`src/design/id_pkg.sv`:
```
package id_pkg;

    localparam int INST_W     = 32;
    localparam int DATA_W     = 32;
    localparam int REG_ADDR_W = 5;
    localparam int OPCODE_W   = 6;
    localparam int FUNCT_W    = 6;
    localparam int REG_COUNT  = 32;

    typedef logic [INST_W-1:0]     inst_t;
    typedef logic [INST_W-1:0]     pc_t;       // PC+1, word units
    typedef logic [DATA_W-1:0]     data_t;
    typedef logic [REG_ADDR_W-1:0] reg_addr_t;
    typedef logic [OPCODE_W-1:0]   opcode_t;
    typedef logic [FUNCT_W-1:0]    funct_t;

    localparam opcode_t OP_RTYPE = 6'h00;
    localparam opcode_t OP_J     = 6'h02;
    localparam opcode_t OP_JAL   = 6'h03;
    localparam opcode_t OP_BEQ   = 6'h04;
    localparam opcode_t OP_BNE   = 6'h05;
    localparam opcode_t OP_ADDI  = 6'h08;
    localparam opcode_t OP_SLTI  = 6'h0a;
    localparam opcode_t OP_ANDI  = 6'h0c;
    localparam opcode_t OP_ORI   = 6'h0d;
    localparam opcode_t OP_XORI  = 6'h0e;
    localparam opcode_t OP_LUI   = 6'h0f;
    localparam opcode_t OP_LB    = 6'h20;
    localparam opcode_t OP_LH    = 6'h21;
    localparam opcode_t OP_LW    = 6'h23;
    localparam opcode_t OP_SB    = 6'h28;
    localparam opcode_t OP_SH    = 6'h29;
    localparam opcode_t OP_SW    = 6'h2b;
    localparam opcode_t OP_HALT  = 6'h3f;

    localparam funct_t FN_SLL  = 6'h00;
    localparam funct_t FN_SRL  = 6'h02;
    localparam funct_t FN_JR   = 6'h08;
    localparam funct_t FN_JALR = 6'h09;
    localparam funct_t FN_ADDU = 6'h21;
    localparam funct_t FN_SUBU = 6'h23;
    localparam funct_t FN_AND  = 6'h24;
    localparam funct_t FN_OR   = 6'h25;
    localparam funct_t FN_XOR  = 6'h26;
    localparam funct_t FN_NOR  = 6'h27;
    localparam funct_t FN_SLT  = 6'h2a;

    typedef enum logic [3:0] {
        ALU_ADD, ALU_SUB, ALU_AND, ALU_OR, ALU_XOR,
        ALU_NOR, ALU_SLT, ALU_SLL, ALU_SRL, ALU_LUI
    } alu_op_t;

    typedef struct packed {
        logic    reg_dest;     // 1 -> rd, 0 -> rt
        alu_op_t alu_op;
        logic    alu_src;      // 1 -> immediate
        logic    mem_read;
        logic    mem_write;
        logic    branch;
        logic    branch_ne;
        logic    reg_write;
        logic    mem_to_reg;
        logic    jump;
        logic    jr_jalr;
        logic    link;         // Write PC+1 back
        logic    byte_en;
        logic    halfword_en;
        logic    word_en;
        logic    hlt;
    } ctrl_t;

    typedef struct packed {
        logic      reg_write;
        reg_addr_t addr;
        data_t     data;
    } wb_t;

    typedef struct packed {
        ctrl_t     ctrl;
        pc_t       pc;
        data_t     data_a;
        data_t     data_b;
        data_t     immediate;
        data_t     shamt;
        pc_t       jump_addr;
        reg_addr_t rs;
        reg_addr_t rt;
        reg_addr_t rd;
    } id_ex_t;

endpackage
```
`src/design/id_stage.sv`:
```
module id_stage #(
    parameter bit P_WB_BYPASS = 1'b1
) (
    input  logic              i_clock,
    input  logic              i_arst_n,
    input  logic              i_enable,      // Debug unit
    input  logic              i_stall,       // Hazard unit
    input  id_pkg::inst_t     i_inst,
    input  id_pkg::pc_t       i_pc,          // PC+1 from fetch
    input  id_pkg::wb_t       i_wb,
    input  id_pkg::reg_addr_t i_dbg_addr,    // Debug unit
    output id_pkg::id_ex_t    o_id_ex,
    output id_pkg::data_t     o_dbg_data,
    output logic              o_jr_jalr,     // To fetch
    output id_pkg::pc_t       o_jr_target
);

    import id_pkg::*;

    inst_t     inst_q;
    pc_t       pc_q;
    reg_addr_t rs;
    reg_addr_t rt;
    reg_addr_t rd;
    data_t     immediate;
    data_t     shamt;
    pc_t       jump_addr;
    data_t     data_a;
    data_t     data_b;
    ctrl_t     ctrl;

    if_id_latch u_if_id (
        .i_clock(i_clock), .i_arst_n(i_arst_n), .i_enable(i_enable), .i_stall(i_stall),
        .i_inst(i_inst), .i_pc(i_pc), .o_inst(inst_q), .o_pc(pc_q)
    );

    field_extract u_fields (
        .i_inst(inst_q), .i_pc(pc_q), .o_rs(rs), .o_rt(rt), .o_rd(rd),
        .o_immediate(immediate), .o_shamt(shamt), .o_jump_addr(jump_addr)
    );

    register_bank #(.P_WB_BYPASS(P_WB_BYPASS)) u_regs (
        .i_clock(i_clock), .i_arst_n(i_arst_n), .i_wb(i_wb), .i_rs(rs), .i_rt(rt),
        .i_dbg_addr(i_dbg_addr), .o_data_a(data_a), .o_data_b(data_b),
        .o_dbg_data(o_dbg_data)
    );

    control_unit u_ctrl (
        .i_inst(inst_q), .i_stall(i_stall), .o_ctrl(ctrl)
    );

    id_ex_latch u_id_ex (
        .i_clock(i_clock), .i_arst_n(i_arst_n), .i_enable(i_enable), .i_ctrl(ctrl),
        .i_pc(pc_q), .i_data_a(data_a), .i_data_b(data_b), .i_immediate(immediate),
        .i_shamt(shamt), .i_jump_addr(jump_addr), .i_rs(rs), .i_rt(rt), .i_rd(rd),
        .o_id_ex(o_id_ex)
    );

    assign o_jr_jalr   = ctrl.jr_jalr;
    assign o_jr_target = data_a;   // rs holds the target

endmodule

```
`src/design/id_ex_latch.sv`:
```
module id_ex_latch (
    input  logic              i_clock,
    input  logic              i_arst_n,
    input  logic              i_enable,      // Low freezes the stage
    input  id_pkg::ctrl_t     i_ctrl,        // Already zero on stall
    input  id_pkg::pc_t       i_pc,
    input  id_pkg::data_t     i_data_a,
    input  id_pkg::data_t     i_data_b,
    input  id_pkg::data_t     i_immediate,
    input  id_pkg::data_t     i_shamt,
    input  id_pkg::pc_t       i_jump_addr,
    input  id_pkg::reg_addr_t i_rs,
    input  id_pkg::reg_addr_t i_rt,
    input  id_pkg::reg_addr_t i_rd,
    output id_pkg::id_ex_t    o_id_ex
);

    import id_pkg::*;

    id_ex_t id_ex_d;

    always_comb begin
        id_ex_d.ctrl      = i_ctrl;
        id_ex_d.pc        = i_pc;
        id_ex_d.data_a    = i_data_a;
        id_ex_d.data_b    = i_data_b;
        id_ex_d.immediate = i_immediate;
        id_ex_d.shamt     = i_shamt;
        id_ex_d.jump_addr = i_jump_addr;
        id_ex_d.rs        = i_rs;
        id_ex_d.rt        = i_rt;
        id_ex_d.rd        = i_rd;
    end

    always_ff @(posedge i_clock or negedge i_arst_n) begin
        if (!i_arst_n) begin
            o_id_ex <= '0;   // All controls inactive
        end else if (i_enable) begin
            o_id_ex <= id_ex_d;
        end
    end

    // The first word out of reset must not touch architectural state
    a_quiet_after_reset : assert property (@(posedge i_clock)
        $rose(i_arst_n) |=> (!o_id_ex.ctrl.reg_write && !o_id_ex.ctrl.mem_write))
        else $error("id_ex_latch: write control active right after reset");

endmodule

```
`src/design/field_extract.sv`:
```
module field_extract (
    input  id_pkg::inst_t     i_inst,
    input  id_pkg::pc_t       i_pc,         // PC+1
    output id_pkg::reg_addr_t o_rs,
    output id_pkg::reg_addr_t o_rt,
    output id_pkg::reg_addr_t o_rd,
    output id_pkg::data_t     o_immediate,
    output id_pkg::data_t     o_shamt,
    output id_pkg::pc_t       o_jump_addr
);

    import id_pkg::*;

    opcode_t     opcode;
    logic [15:0] imm16;

    assign opcode = i_inst[31:26];
    assign imm16  = i_inst[15:0];

    always_comb begin
        case (opcode)
            OP_ANDI, OP_ORI, OP_XORI: o_immediate = {16'b0, imm16};   // Logical ops zero-extend
            OP_LUI:                   o_immediate = {imm16, 16'b0};
            default:                  o_immediate = {{16{imm16[15]}}, imm16};
        endcase
    end

    assign o_shamt     = {27'b0, i_inst[10:6]};
    assign o_jump_addr = {i_pc[31:28], 2'b00, i_inst[25:0]};  // Word-addressed target

    assign o_rs = i_inst[25:21];
    assign o_rt = i_inst[20:16];
    assign o_rd = i_inst[15:11];

endmodule

```
`src/design/control_unit.sv`:
```
module control_unit (
    input  id_pkg::inst_t i_inst,
    input  logic          i_stall,    // Bubble request
    output id_pkg::ctrl_t o_ctrl
);

    import id_pkg::*;

    opcode_t opcode;
    funct_t  funct;
    ctrl_t   ctrl_dec;

    assign opcode = i_inst[31:26];
    assign funct  = i_inst[5:0];

    always_comb begin
        ctrl_dec = '0;
        case (opcode)
            OP_RTYPE: begin
                ctrl_dec.reg_dest  = 1'b1;
                ctrl_dec.reg_write = 1'b1;
                case (funct)
                    FN_ADDU: ctrl_dec.alu_op = ALU_ADD;
                    FN_SUBU: ctrl_dec.alu_op = ALU_SUB;
                    FN_AND:  ctrl_dec.alu_op = ALU_AND;
                    FN_OR:   ctrl_dec.alu_op = ALU_OR;
                    FN_XOR:  ctrl_dec.alu_op = ALU_XOR;
                    FN_NOR:  ctrl_dec.alu_op = ALU_NOR;
                    FN_SLT:  ctrl_dec.alu_op = ALU_SLT;
                    FN_SLL:  ctrl_dec.alu_op = ALU_SLL;
                    FN_SRL:  ctrl_dec.alu_op = ALU_SRL;
                    FN_JR: begin
                        ctrl_dec.jr_jalr   = 1'b1;
                        ctrl_dec.reg_write = 1'b0;   // Target only, no write
                    end
                    FN_JALR: begin
                        ctrl_dec.jr_jalr = 1'b1;
                        ctrl_dec.link    = 1'b1;     // rd <- PC+1
                    end
                    default: ctrl_dec = '0;          // Unknown funct
                endcase
            end
            OP_ADDI, OP_SLTI, OP_ANDI, OP_ORI, OP_XORI, OP_LUI: begin
                ctrl_dec.alu_src   = 1'b1;
                ctrl_dec.reg_write = 1'b1;
                case (opcode)
                    OP_SLTI: ctrl_dec.alu_op = ALU_SLT;
                    OP_ANDI: ctrl_dec.alu_op = ALU_AND;
                    OP_ORI:  ctrl_dec.alu_op = ALU_OR;
                    OP_XORI: ctrl_dec.alu_op = ALU_XOR;
                    OP_LUI:  ctrl_dec.alu_op = ALU_LUI;
                    default: ctrl_dec.alu_op = ALU_ADD;
                endcase
            end
            OP_LB, OP_LH, OP_LW: begin
                ctrl_dec.alu_src     = 1'b1;
                ctrl_dec.alu_op      = ALU_ADD;     // Address calc
                ctrl_dec.mem_read    = 1'b1;
                ctrl_dec.mem_to_reg  = 1'b1;
                ctrl_dec.reg_write   = 1'b1;
                ctrl_dec.byte_en     = (opcode == OP_LB);
                ctrl_dec.halfword_en = (opcode == OP_LH);
                ctrl_dec.word_en     = (opcode == OP_LW);
            end
            OP_SB, OP_SH, OP_SW: begin
                ctrl_dec.alu_src     = 1'b1;
                ctrl_dec.alu_op      = ALU_ADD;
                ctrl_dec.mem_write   = 1'b1;
                ctrl_dec.byte_en     = (opcode == OP_SB);
                ctrl_dec.halfword_en = (opcode == OP_SH);
                ctrl_dec.word_en     = (opcode == OP_SW);
            end
            OP_BEQ, OP_BNE: begin
                ctrl_dec.alu_op    = ALU_SUB;       // Compare by subtraction
                ctrl_dec.branch    = 1'b1;
                ctrl_dec.branch_ne = (opcode == OP_BNE);
            end
            OP_J:   ctrl_dec.jump = 1'b1;
            OP_JAL: begin
                ctrl_dec.jump      = 1'b1;
                ctrl_dec.link      = 1'b1;          // r31 <- PC+1
                ctrl_dec.reg_write = 1'b1;
            end
            OP_HALT: ctrl_dec.hlt = 1'b1;
            default: ctrl_dec = '0;                 // Unknown opcode is a no-op
        endcase
        if (i_inst == '0) ctrl_dec = '0;           // Canonical NOP
    end

    assign o_ctrl = i_stall ? '0 : ctrl_dec;       // Bubble on stall

    always_comb begin
        a_width_onehot : assert ($onehot0({ctrl_dec.byte_en, ctrl_dec.halfword_en,
                                           ctrl_dec.word_en}))
            else $error("control_unit: more than one access width");
    end

endmodule

```
`src/design/register_bank.sv`:
```
module register_bank #(
    parameter bit P_WB_BYPASS = 1'b1
) (
    input  logic                i_clock,
    input  logic                i_arst_n,
    input  id_pkg::wb_t         i_wb,
    input  id_pkg::reg_addr_t   i_rs,
    input  id_pkg::reg_addr_t   i_rt,
    input  id_pkg::reg_addr_t   i_dbg_addr,
    output id_pkg::data_t       o_data_a,
    output id_pkg::data_t       o_data_b,
    output id_pkg::data_t       o_dbg_data
);

    import id_pkg::*;

    data_t regs [REG_COUNT];
    logic  wr_en;

    assign wr_en = i_wb.reg_write && (i_wb.addr != '0);  // r0 is hardwired

    always_ff @(posedge i_clock or negedge i_arst_n) begin
        if (!i_arst_n) begin
            for (int i = 0; i < REG_COUNT; i++) begin
                regs[i] <= '0;
            end
        end else if (wr_en) begin
            regs[i_wb.addr] <= i_wb.data;
        end
    end

    // Read with optional same-cycle forwarding from write-back
    function automatic data_t read_port(input reg_addr_t addr);
        data_t value;
        if (P_WB_BYPASS && wr_en && (i_wb.addr == addr))
            value = i_wb.data;
        else
            value = regs[addr];   // r0 reads its cleared entry
        return value;
    endfunction

    always_comb begin
        o_data_a = read_port(i_rs);
        o_data_b = read_port(i_rt);
    end

    assign o_dbg_data = regs[i_dbg_addr];  // Stored value only

    a_r0_zero : assert property (@(posedge i_clock) disable iff (!i_arst_n)
        regs[0] == '0)
        else $error("register_bank: r0 was written");

endmodule

```
`src/design/if_id_latch.sv`:
```
module if_id_latch (
    input  logic          i_clock,
    input  logic          i_arst_n,
    input  logic          i_enable,   // Debug unit run level
    input  logic          i_stall,    // Hazard hold
    input  id_pkg::inst_t i_inst,
    input  id_pkg::pc_t   i_pc,
    output id_pkg::inst_t o_inst,
    output id_pkg::pc_t   o_pc
);

    logic load;

    // Freeze on hazard or debug halt
    assign load = i_enable && !i_stall;

    always_ff @(posedge i_clock or negedge i_arst_n) begin
        if (!i_arst_n) begin
            o_inst <= '0;   // All-zero word is a NOP
            o_pc   <= '0;
        end else if (load) begin
            o_inst <= i_inst;
            o_pc   <= i_pc;
        end
    end

endmodule

```
`config.mk`:
```
export PLATFORM = sky130hd
export DESIGN_NAME = id_stage
export DESIGN_NICKNAME = d
export VERILOG_FILES = /design/src/design/id_pkg.sv /design/src/design/id_stage.sv /design/src/design/id_ex_latch.sv /design/src/design/field_extract.sv /design/src/design/control_unit.sv /design/src/design/register_bank.sv /design/src/design/if_id_latch.sv
export SDC_FILE = /design/constraint.sdc
export NUM_CORES = 2
export LEC_CHECK = 0
export BUFFER_PORTS_ARGS = -buffer_cell sky130_fd_sc_hd__clkbuf_2
export CELL_PAD_IN_SITES_DETAIL_PLACEMENT = 0
export CELL_PAD_IN_SITES_GLOBAL_PLACEMENT = 2
export CORE_MARGIN = 8
export CORE_UTILIZATION = 47
export CTS_BUF_LIST = sky130_fd_sc_hd__clkbuf_8
export CTS_CLUSTER_DIAMETER = 60
export DETAILED_ROUTE_END_ITERATION = 7
export PLACE_DENSITY_LB_ADDON = 0.1
export SLEW_MARGIN = 30
export SYNTH_ARGS = -nofsm -noshare
export SYNTH_HDL_FRONTEND = slang
export SYNTH_SLANG_ARGS = --single-unit
```
`constraint.sdc`:
```
create_clock -name i_clock -period 3 [get_ports i_clock]
set_input_delay 0.3 -clock i_clock [delete_from_list [all_inputs] [get_ports i_clock]]
set_output_delay 0.3 -clock i_clock [all_outputs]
set_load 0.01 [all_outputs]
```
* Word level (Yosys, flattened, before mapping) *
Index checks and enable logic that the tools add are counted.

word-level totals
  register bits = 1,285
  word-level logic and storage cells = 153
  output and inout port bits = 291

operators by class
  reductions and logical operators = 21
  muxes and demuxes = 35
  equal/unequal tests = 29
  $lt $le $gt $ge = 5
  bitwise gates (word level) = 4

operators with widths
  kind                                                         number
  bitwise mux 1024 bit                                         1
  binary-select mux 32 bit (select 5 bit)                      3
  two-way mux 32 bit                                           9
  demux 32 bit (select 5 bit)                                  1
  == test 6 bit (second input constant)                        14
  one-hot mux 32 bit (2 select lines)                          1
  == test 6 x 4 -> 1 bit (second input constant)               8
  two-way mux 19 bit                                           2
  zero test 32 bit                                             1
  one-hot mux 4 bit (8 select lines)                           1
  greater-or-equal comparator 6 bit (second input constant)    4
  NOT 5 -> 6 bit                                               4
  one-hot mux 4 bit (5 select lines)                           1
  OR reduction 10 bit                                          2
  == test 6 x 2 -> 1 bit (second input constant)               3
  == test 6 x 3 -> 1 bit (second input constant)               2
  zero test 6 bit                                              2
  one-hot mux 4 bit (3 select lines)                           1
  OR reduction 12 bit                                          1
  two-way mux 1 bit                                            11
  OR reduction 11 bit                                          1
  == test 5 bit                                                2
  OR reduction 3 bit                                           3
  less-than comparator 6 x 1 -> 1 bit (second input constant)  1
  other kinds (8)                                              15

* Depth between registers and ports, before layout *
  depth in word-level cells = 6
  gate-level depth with buffers = 9
  depth with buffers taken out = 5

* Hierarchy *
A second synthesis with hierarchy kept.

unflattened totals
  cell total of the unflattened synthesis = 4,700
  area total of the unflattened synthesis = 74,569.0 um2

by module, submodules not included
  module         area an instance (um2)  cells each  instances
  register_bank  61,208.7                3,857       1
  id_ex_latch    8,957.3                 477         1
  if_id_latch    2,701.3                 136         1
  field_extract  1,103.6                 138         1
  control_unit   598.1                   92          1

* Worst setup path after synthesis *
Ideal clock, no wire load.

  kind = in2out
  start point = input i_dbg_addr[0]
  end point = output o_dbg_data[0]
  arrival time = 2.099 ns
  stages = 6
  setup slack = 0.601 ns
  cells stage by stage = clkbuf_1 > buf_6 > buf_6 > mux4_2 > mux4_2 > mux2_2

on the way
  word-level cells in the longest chain between the ends = 4

ends and longest elaborated chain
  what                                                   RTL line             text
  start, declared                                        id_stage.sv:11       input id_pkg::reg_addr_t i_dbg_addr,
  NOT 5 -> 6 bit (implied by the code)                   register_bank.sv:47  assign o_dbg_data = regs[i_dbg_addr];
  binary-select mux 32 bit (select 5 bit)                register_bank.sv:47
  two-way mux 32 bit (implied by the code) (2 in a row)  register_bank.sv:47
  end, declared                                          id_stage.sv:13       output id_pkg::data_t o_dbg_data,

Every way passes these cells. The select of a mux whose other input is x is not followed.

* Final worst setup path *
  start point = register u_if_id.o_inst[21]
  end point = output o_jr_target[18]

on the way
  word-level cells in the longest chain between the ends = 5
  elaborated cells between the ends (all ways) = 7
  those cells by class = eq/ne (1); mux (4); bitwise (1); reduce/logical (1)

ends and longest elaborated chain
  what                                                   RTL line             text
  start, declared                                        if_id_latch.sv:8     output id_pkg::inst_t o_inst,
  start signal, assigned                                 if_id_latch.sv:22    o_inst <= i_inst;
  NOT 5 -> 6 bit (implied by the code)                   register_bank.sv:38  value = regs[addr];
  binary-select mux 32 bit (select 5 bit)                register_bank.sv:38
  two-way mux 32 bit (implied by the code) (2 in a row)  register_bank.sv:38
  two-way mux 32 bit *                                   register_bank.sv:35  if (P_WB_BYPASS && wr_en && (i_wb.addr == addr))
  end, declared                                          id_stage.sv:15       output id_pkg::pc_t o_jr_target

Mark *: on every way between the ends. The rest lies on a longest branch, timed or not. The select of a mux whose other input is x is not followed.

==> flow_metrics.env <==
export IMPL_coreArea_um2=152000
export IMPL_start_util=0.472
export IMPL_ys_types=61
export IMPL_critPathRequiredTime_ns=2.70
export IMPL_rsz0062_at_grt="yes"
export IMPL_ys_top_cells_by_area="dfrtp_1 (44%), mux4_2 (25%), mux2_2 (19%)"
export IMPL_crit_chain="buf_12, buf_16, xor2_1, nor3_1, buf_4, nand3_4, buf_12, buf_12, mux2_4, buf_6"
export IMPL_end_kind="output pin"
export IMPL_critical_path_slowest_cell="dfrtp_4"
export IMPL_holdCritStartpoint="i_wb[4]"
export IMPL_drc=0
export IMPL_antenna_found_initial=18
export IMPL_io_buffers=372
export IMPL_crit_fanout=10
export IMPL_fin_cells=7743
export IMPL_maxSlewViolCount=0
export IMPL_max_stage_delay_ns=0.51
export IMPL_die_h_um=406
export IMPL_synth_commonest_cells="dfrtp_1 (1,260), mux2_2 (1,199), mux4_2 (782)"
export IMPL_grt_pass1_vias=52400
export IMPL_grt_pass1_wl_um=395000
export IMPL_dr_first_iter_drc_count=5313
export IMPL_globalRouteOverflowTotal=0
export IMPL_cts_max_level=4
export IMPL_crit_family="buffers and inverters"
export IMPL_worst_pin_slew_ns=1.10
export IMPL_nets=5631
export IMPL_ir_drop_v=0.000437
export IMPL_drt_first_pass_iters=5
export IMPL_via_per_inst=6.69
export IMPL_yosysMostFrequentCell="dfrtp_1"
export IMPL_synth_area_um2=71700
export IMPL_die_area_um2=165000
export IMPL_area_growth_pct=22.6
export IMPL_synth_top_area_frac=0.440
export IMPL_pin_count=402
export IMPL_worstSkewPairLatency_ns=0.97
export IMPL_worstSetupStartpointType="flop"
export IMPL_synth_avg_cell_area_um2=14.9
export IMPL_ys_ff_latch=1260
export IMPL_r2r_start="u_if_id.o_inst[18]"
export IMPL_setup_slack_ns=-0.549
export IMPL_vias=51800
export IMPL_regArea_um2=31600
export IMPL_cts_tree="yes"
export IMPL_multi_input_comb_area_um2=39000
export IMPL_cp_arrival_ns=3.25
export IMPL_ys_seq_area_frac=0.440
export IMPL_drive_above_1_share=0.614
export IMPL_grt_total_usage=0.332
export IMPL_finish_instance_area_um2=87800
export IMPL_grt_max_degree=110
export IMPL_ys_warn_count=0
export IMPL_ant_nets=0
export IMPL_setup_viol=64
export IMPL_die_width_um=406
export IMPL_place_detailed_hpwl_um=172000
export IMPL_rows=143
export IMPL_crit_top_cell="buf_12"
export IMPL_maxCapViolations=0
export IMPL_power_density_nw_per_um2=678
export IMPL_hold_path_class="in2reg"
export IMPL_fin_crit_sh=1.18
export IMPL_ys_flop_type="dfrtp_1"
export IMPL_synthCells=4794
export IMPL_place_area_um2=78100
export IMPL_crit_start="u_if_id.o_inst[21]"
export IMPL_cts_buffers=218
export IMPL_p_leak_nw=38.1
export IMPL_cts_root_buf="clkbuf_8"
export IMPL_outcome="finished with violations"
export IMPL_yosysTopAreaCell="dfrtp_1"
export IMPL_fin_skew_ns=0.0356
export IMPL_crit_type="reg2out"
export IMPL_finalCriticalPeriod_ns=3.55
export IMPL_slew_headroom=0.263
export IMPL_cts_sinks=1260
export IMPL_clockBufferDepth=3
export IMPL_synth_edf_count=0
export IMPL_gp_congestion=0.877
export IMPL_finalHoldViolations=0
export IMPL_cp_num_buf_inv=6
export IMPL_async_reset_ff_frac=1.00
export IMPL_avgRoutedWirePerCell_um=36.2
export IMPL_dpl_cell_count=6977
export IMPL_fmaxAchievable_mhz=282
export IMPL_wirelength_um=280000
export IMPL_fillers=12300
export IMPL_violations="setup timing"
export IMPL_path_clk_slew_ns=0.06
cell type report:
cell class                 count  area share
multi-input combinational   2929       0.444
sequential                  1260       0.359
timing repair buffer        1073       0.115
clock buffer                 284      0.0445
tap                         2030      0.0289
clock inverter               117     0.00657
inverter                      38     0.00168
antenna                       12    0.000342
cell families (layout without fill, tap and decap cells):
| family | count (synthesis) | count (layout) | share of synthesized area |
|---|---|---|---|
| and+or+nand+nor | 342 | 342 | 0.0233 |
| xor gates and xnor gates | 10 | 10 | 0.00122 |
| AOI/OAI and AO/OA | 465 | 465 | 0.0464 |
| other | 1 | 41 | 0.0000523 |
| buffers and inverters | 633 | 1512 | 0.0404 |
| muxes | 2083 | 2083 | 0.449 |
| DFF | 1260 | 1260 | 0.440 |
power breakdown:
group | internal, mW | switching [mW] | total (mW) | leakage, nW
combinational | 11.3 | 8.77 | 20.0 | 19.5
sequential | 20.3 | 3.06 | 23.3 | 16.0
clock | 8.54 | 7.66 | 16.2 | 2.61
repair_timing:
| item | in CTS | in global routing |
|---|---|---|
| pin swaps | 21 | 14 |
| buffers inserted | 182 | 62 |
| hold endpoints to repair | 1424 | 0 |
| gates cloned | 9 | 9 |
| hold buffers | 94 | 0 |
| endpoints found under the setup margin | 64 | 64 |
| gates resized for setup | 218 | 164 |
per-layer routing:
metal | vias to the layer above | wire (um) | GRT usage
met5 | - | 54 | 0
met4 | 8 | 11500 | 0.131
met3 | 587 | 27800 | 0.0949
met2 | 2814 | 126000 | 0.495
met1 | 28000 | 115000 | 0.463
li1 | 20400 | - | -
flip-flops by register name, indices dropped and copies added (netlist names):
name,flops
u_regs.regs,1024
u_if_id.o_pc,32
u_if_id.o_inst,32
u_id_ex.o_id_ex,172
placed cells by master (no fill, tap or decap), types with 14 or more instances in the layout:
| cell type | Yosys | final |
|---|---|---|
| dfrtp_1 | 1260 | 1251 |
| mux2_2 | 1199 | 1158 |
| mux4_2 | 782 | 782 |
| buf_4 | 90 | 423 |
| clkbuf_2 | 1 | 326 |
| clkbuf_8 | 0 | 285 |
| buf_12 | 0 | 140 |
| nand2_1 | 125 | 111 |
| inv_1 | 37 | 110 |
| mux2i_1 | 98 | 98 |
| dlygate4sd3_1 | 0 | 93 |
| o22ai_1 | 167 | 79 |
| o22ai_2 | 0 | 59 |
| o21ai_0 | 54 | 54 |
| buf_6 | 7 | 49 |
| o2bb2ai_1 | 48 | 48 |
| nor2_1 | 61 | 41 |
| mux2_4 | 0 | 41 |
| clkinv_2 | 0 | 30 |
| o22ai_4 | 0 | 29 |
| conb_1 | 1 | 29 |
| a22oi_1 | 36 | 24 |
| o221ai_1 | 23 | 23 |
| nor3_1 | 23 | 22 |
| buf_16 | 0 | 22 |
| nor4_4 | 0 | 20 |
| a21oi_1 | 23 | 20 |
| a22o_1 | 20 | 20 |
| a221o_1 | 20 | 20 |
| nand2b_1 | 18 | 18 |
| nor2_4 | 0 | 18 |
| a31o_2 | 15 | 15 |
| nand3_1 | 18 | 14 |
per-stage QoR:
stage	utilization	TNS [ns]	hold WS [ns]	worst slack (ns)	total power, mW
5_1_grt	0.579	-23.22	0.0758	-0.637	62.0
3_5_place_dp	0.515	0	0.310	0.0508	40.6
3_3_place_gp	0.515	0	0.308	0.0386	40.3
6_report	0.579	-17.79	0.0962	-0.549	59.5
2_1_floorplan	-	0	0.00441	0.601	34.1
4_1_cts	0.569	-22.81	0.0109	-0.646	58.6
worst paths after layout:
kind,to,slack (ns),cells after the start
worst max-delay path,o_jr_target[18],-0.55,10
worst min-delay path,u_regs.regs[900],0.1,2
worst max register to register,u_id_ex.o_id_ex[126],0.30,6
worst min register to register,u_regs.regs[1016],0.42,0
max in group asynchronous,u_regs.regs[529],2.03,3
min in group asynchronous,u_id_ex.o_id_ex[174],0.23,3
No activity file was read; power rests on OpenSTA's default activity.
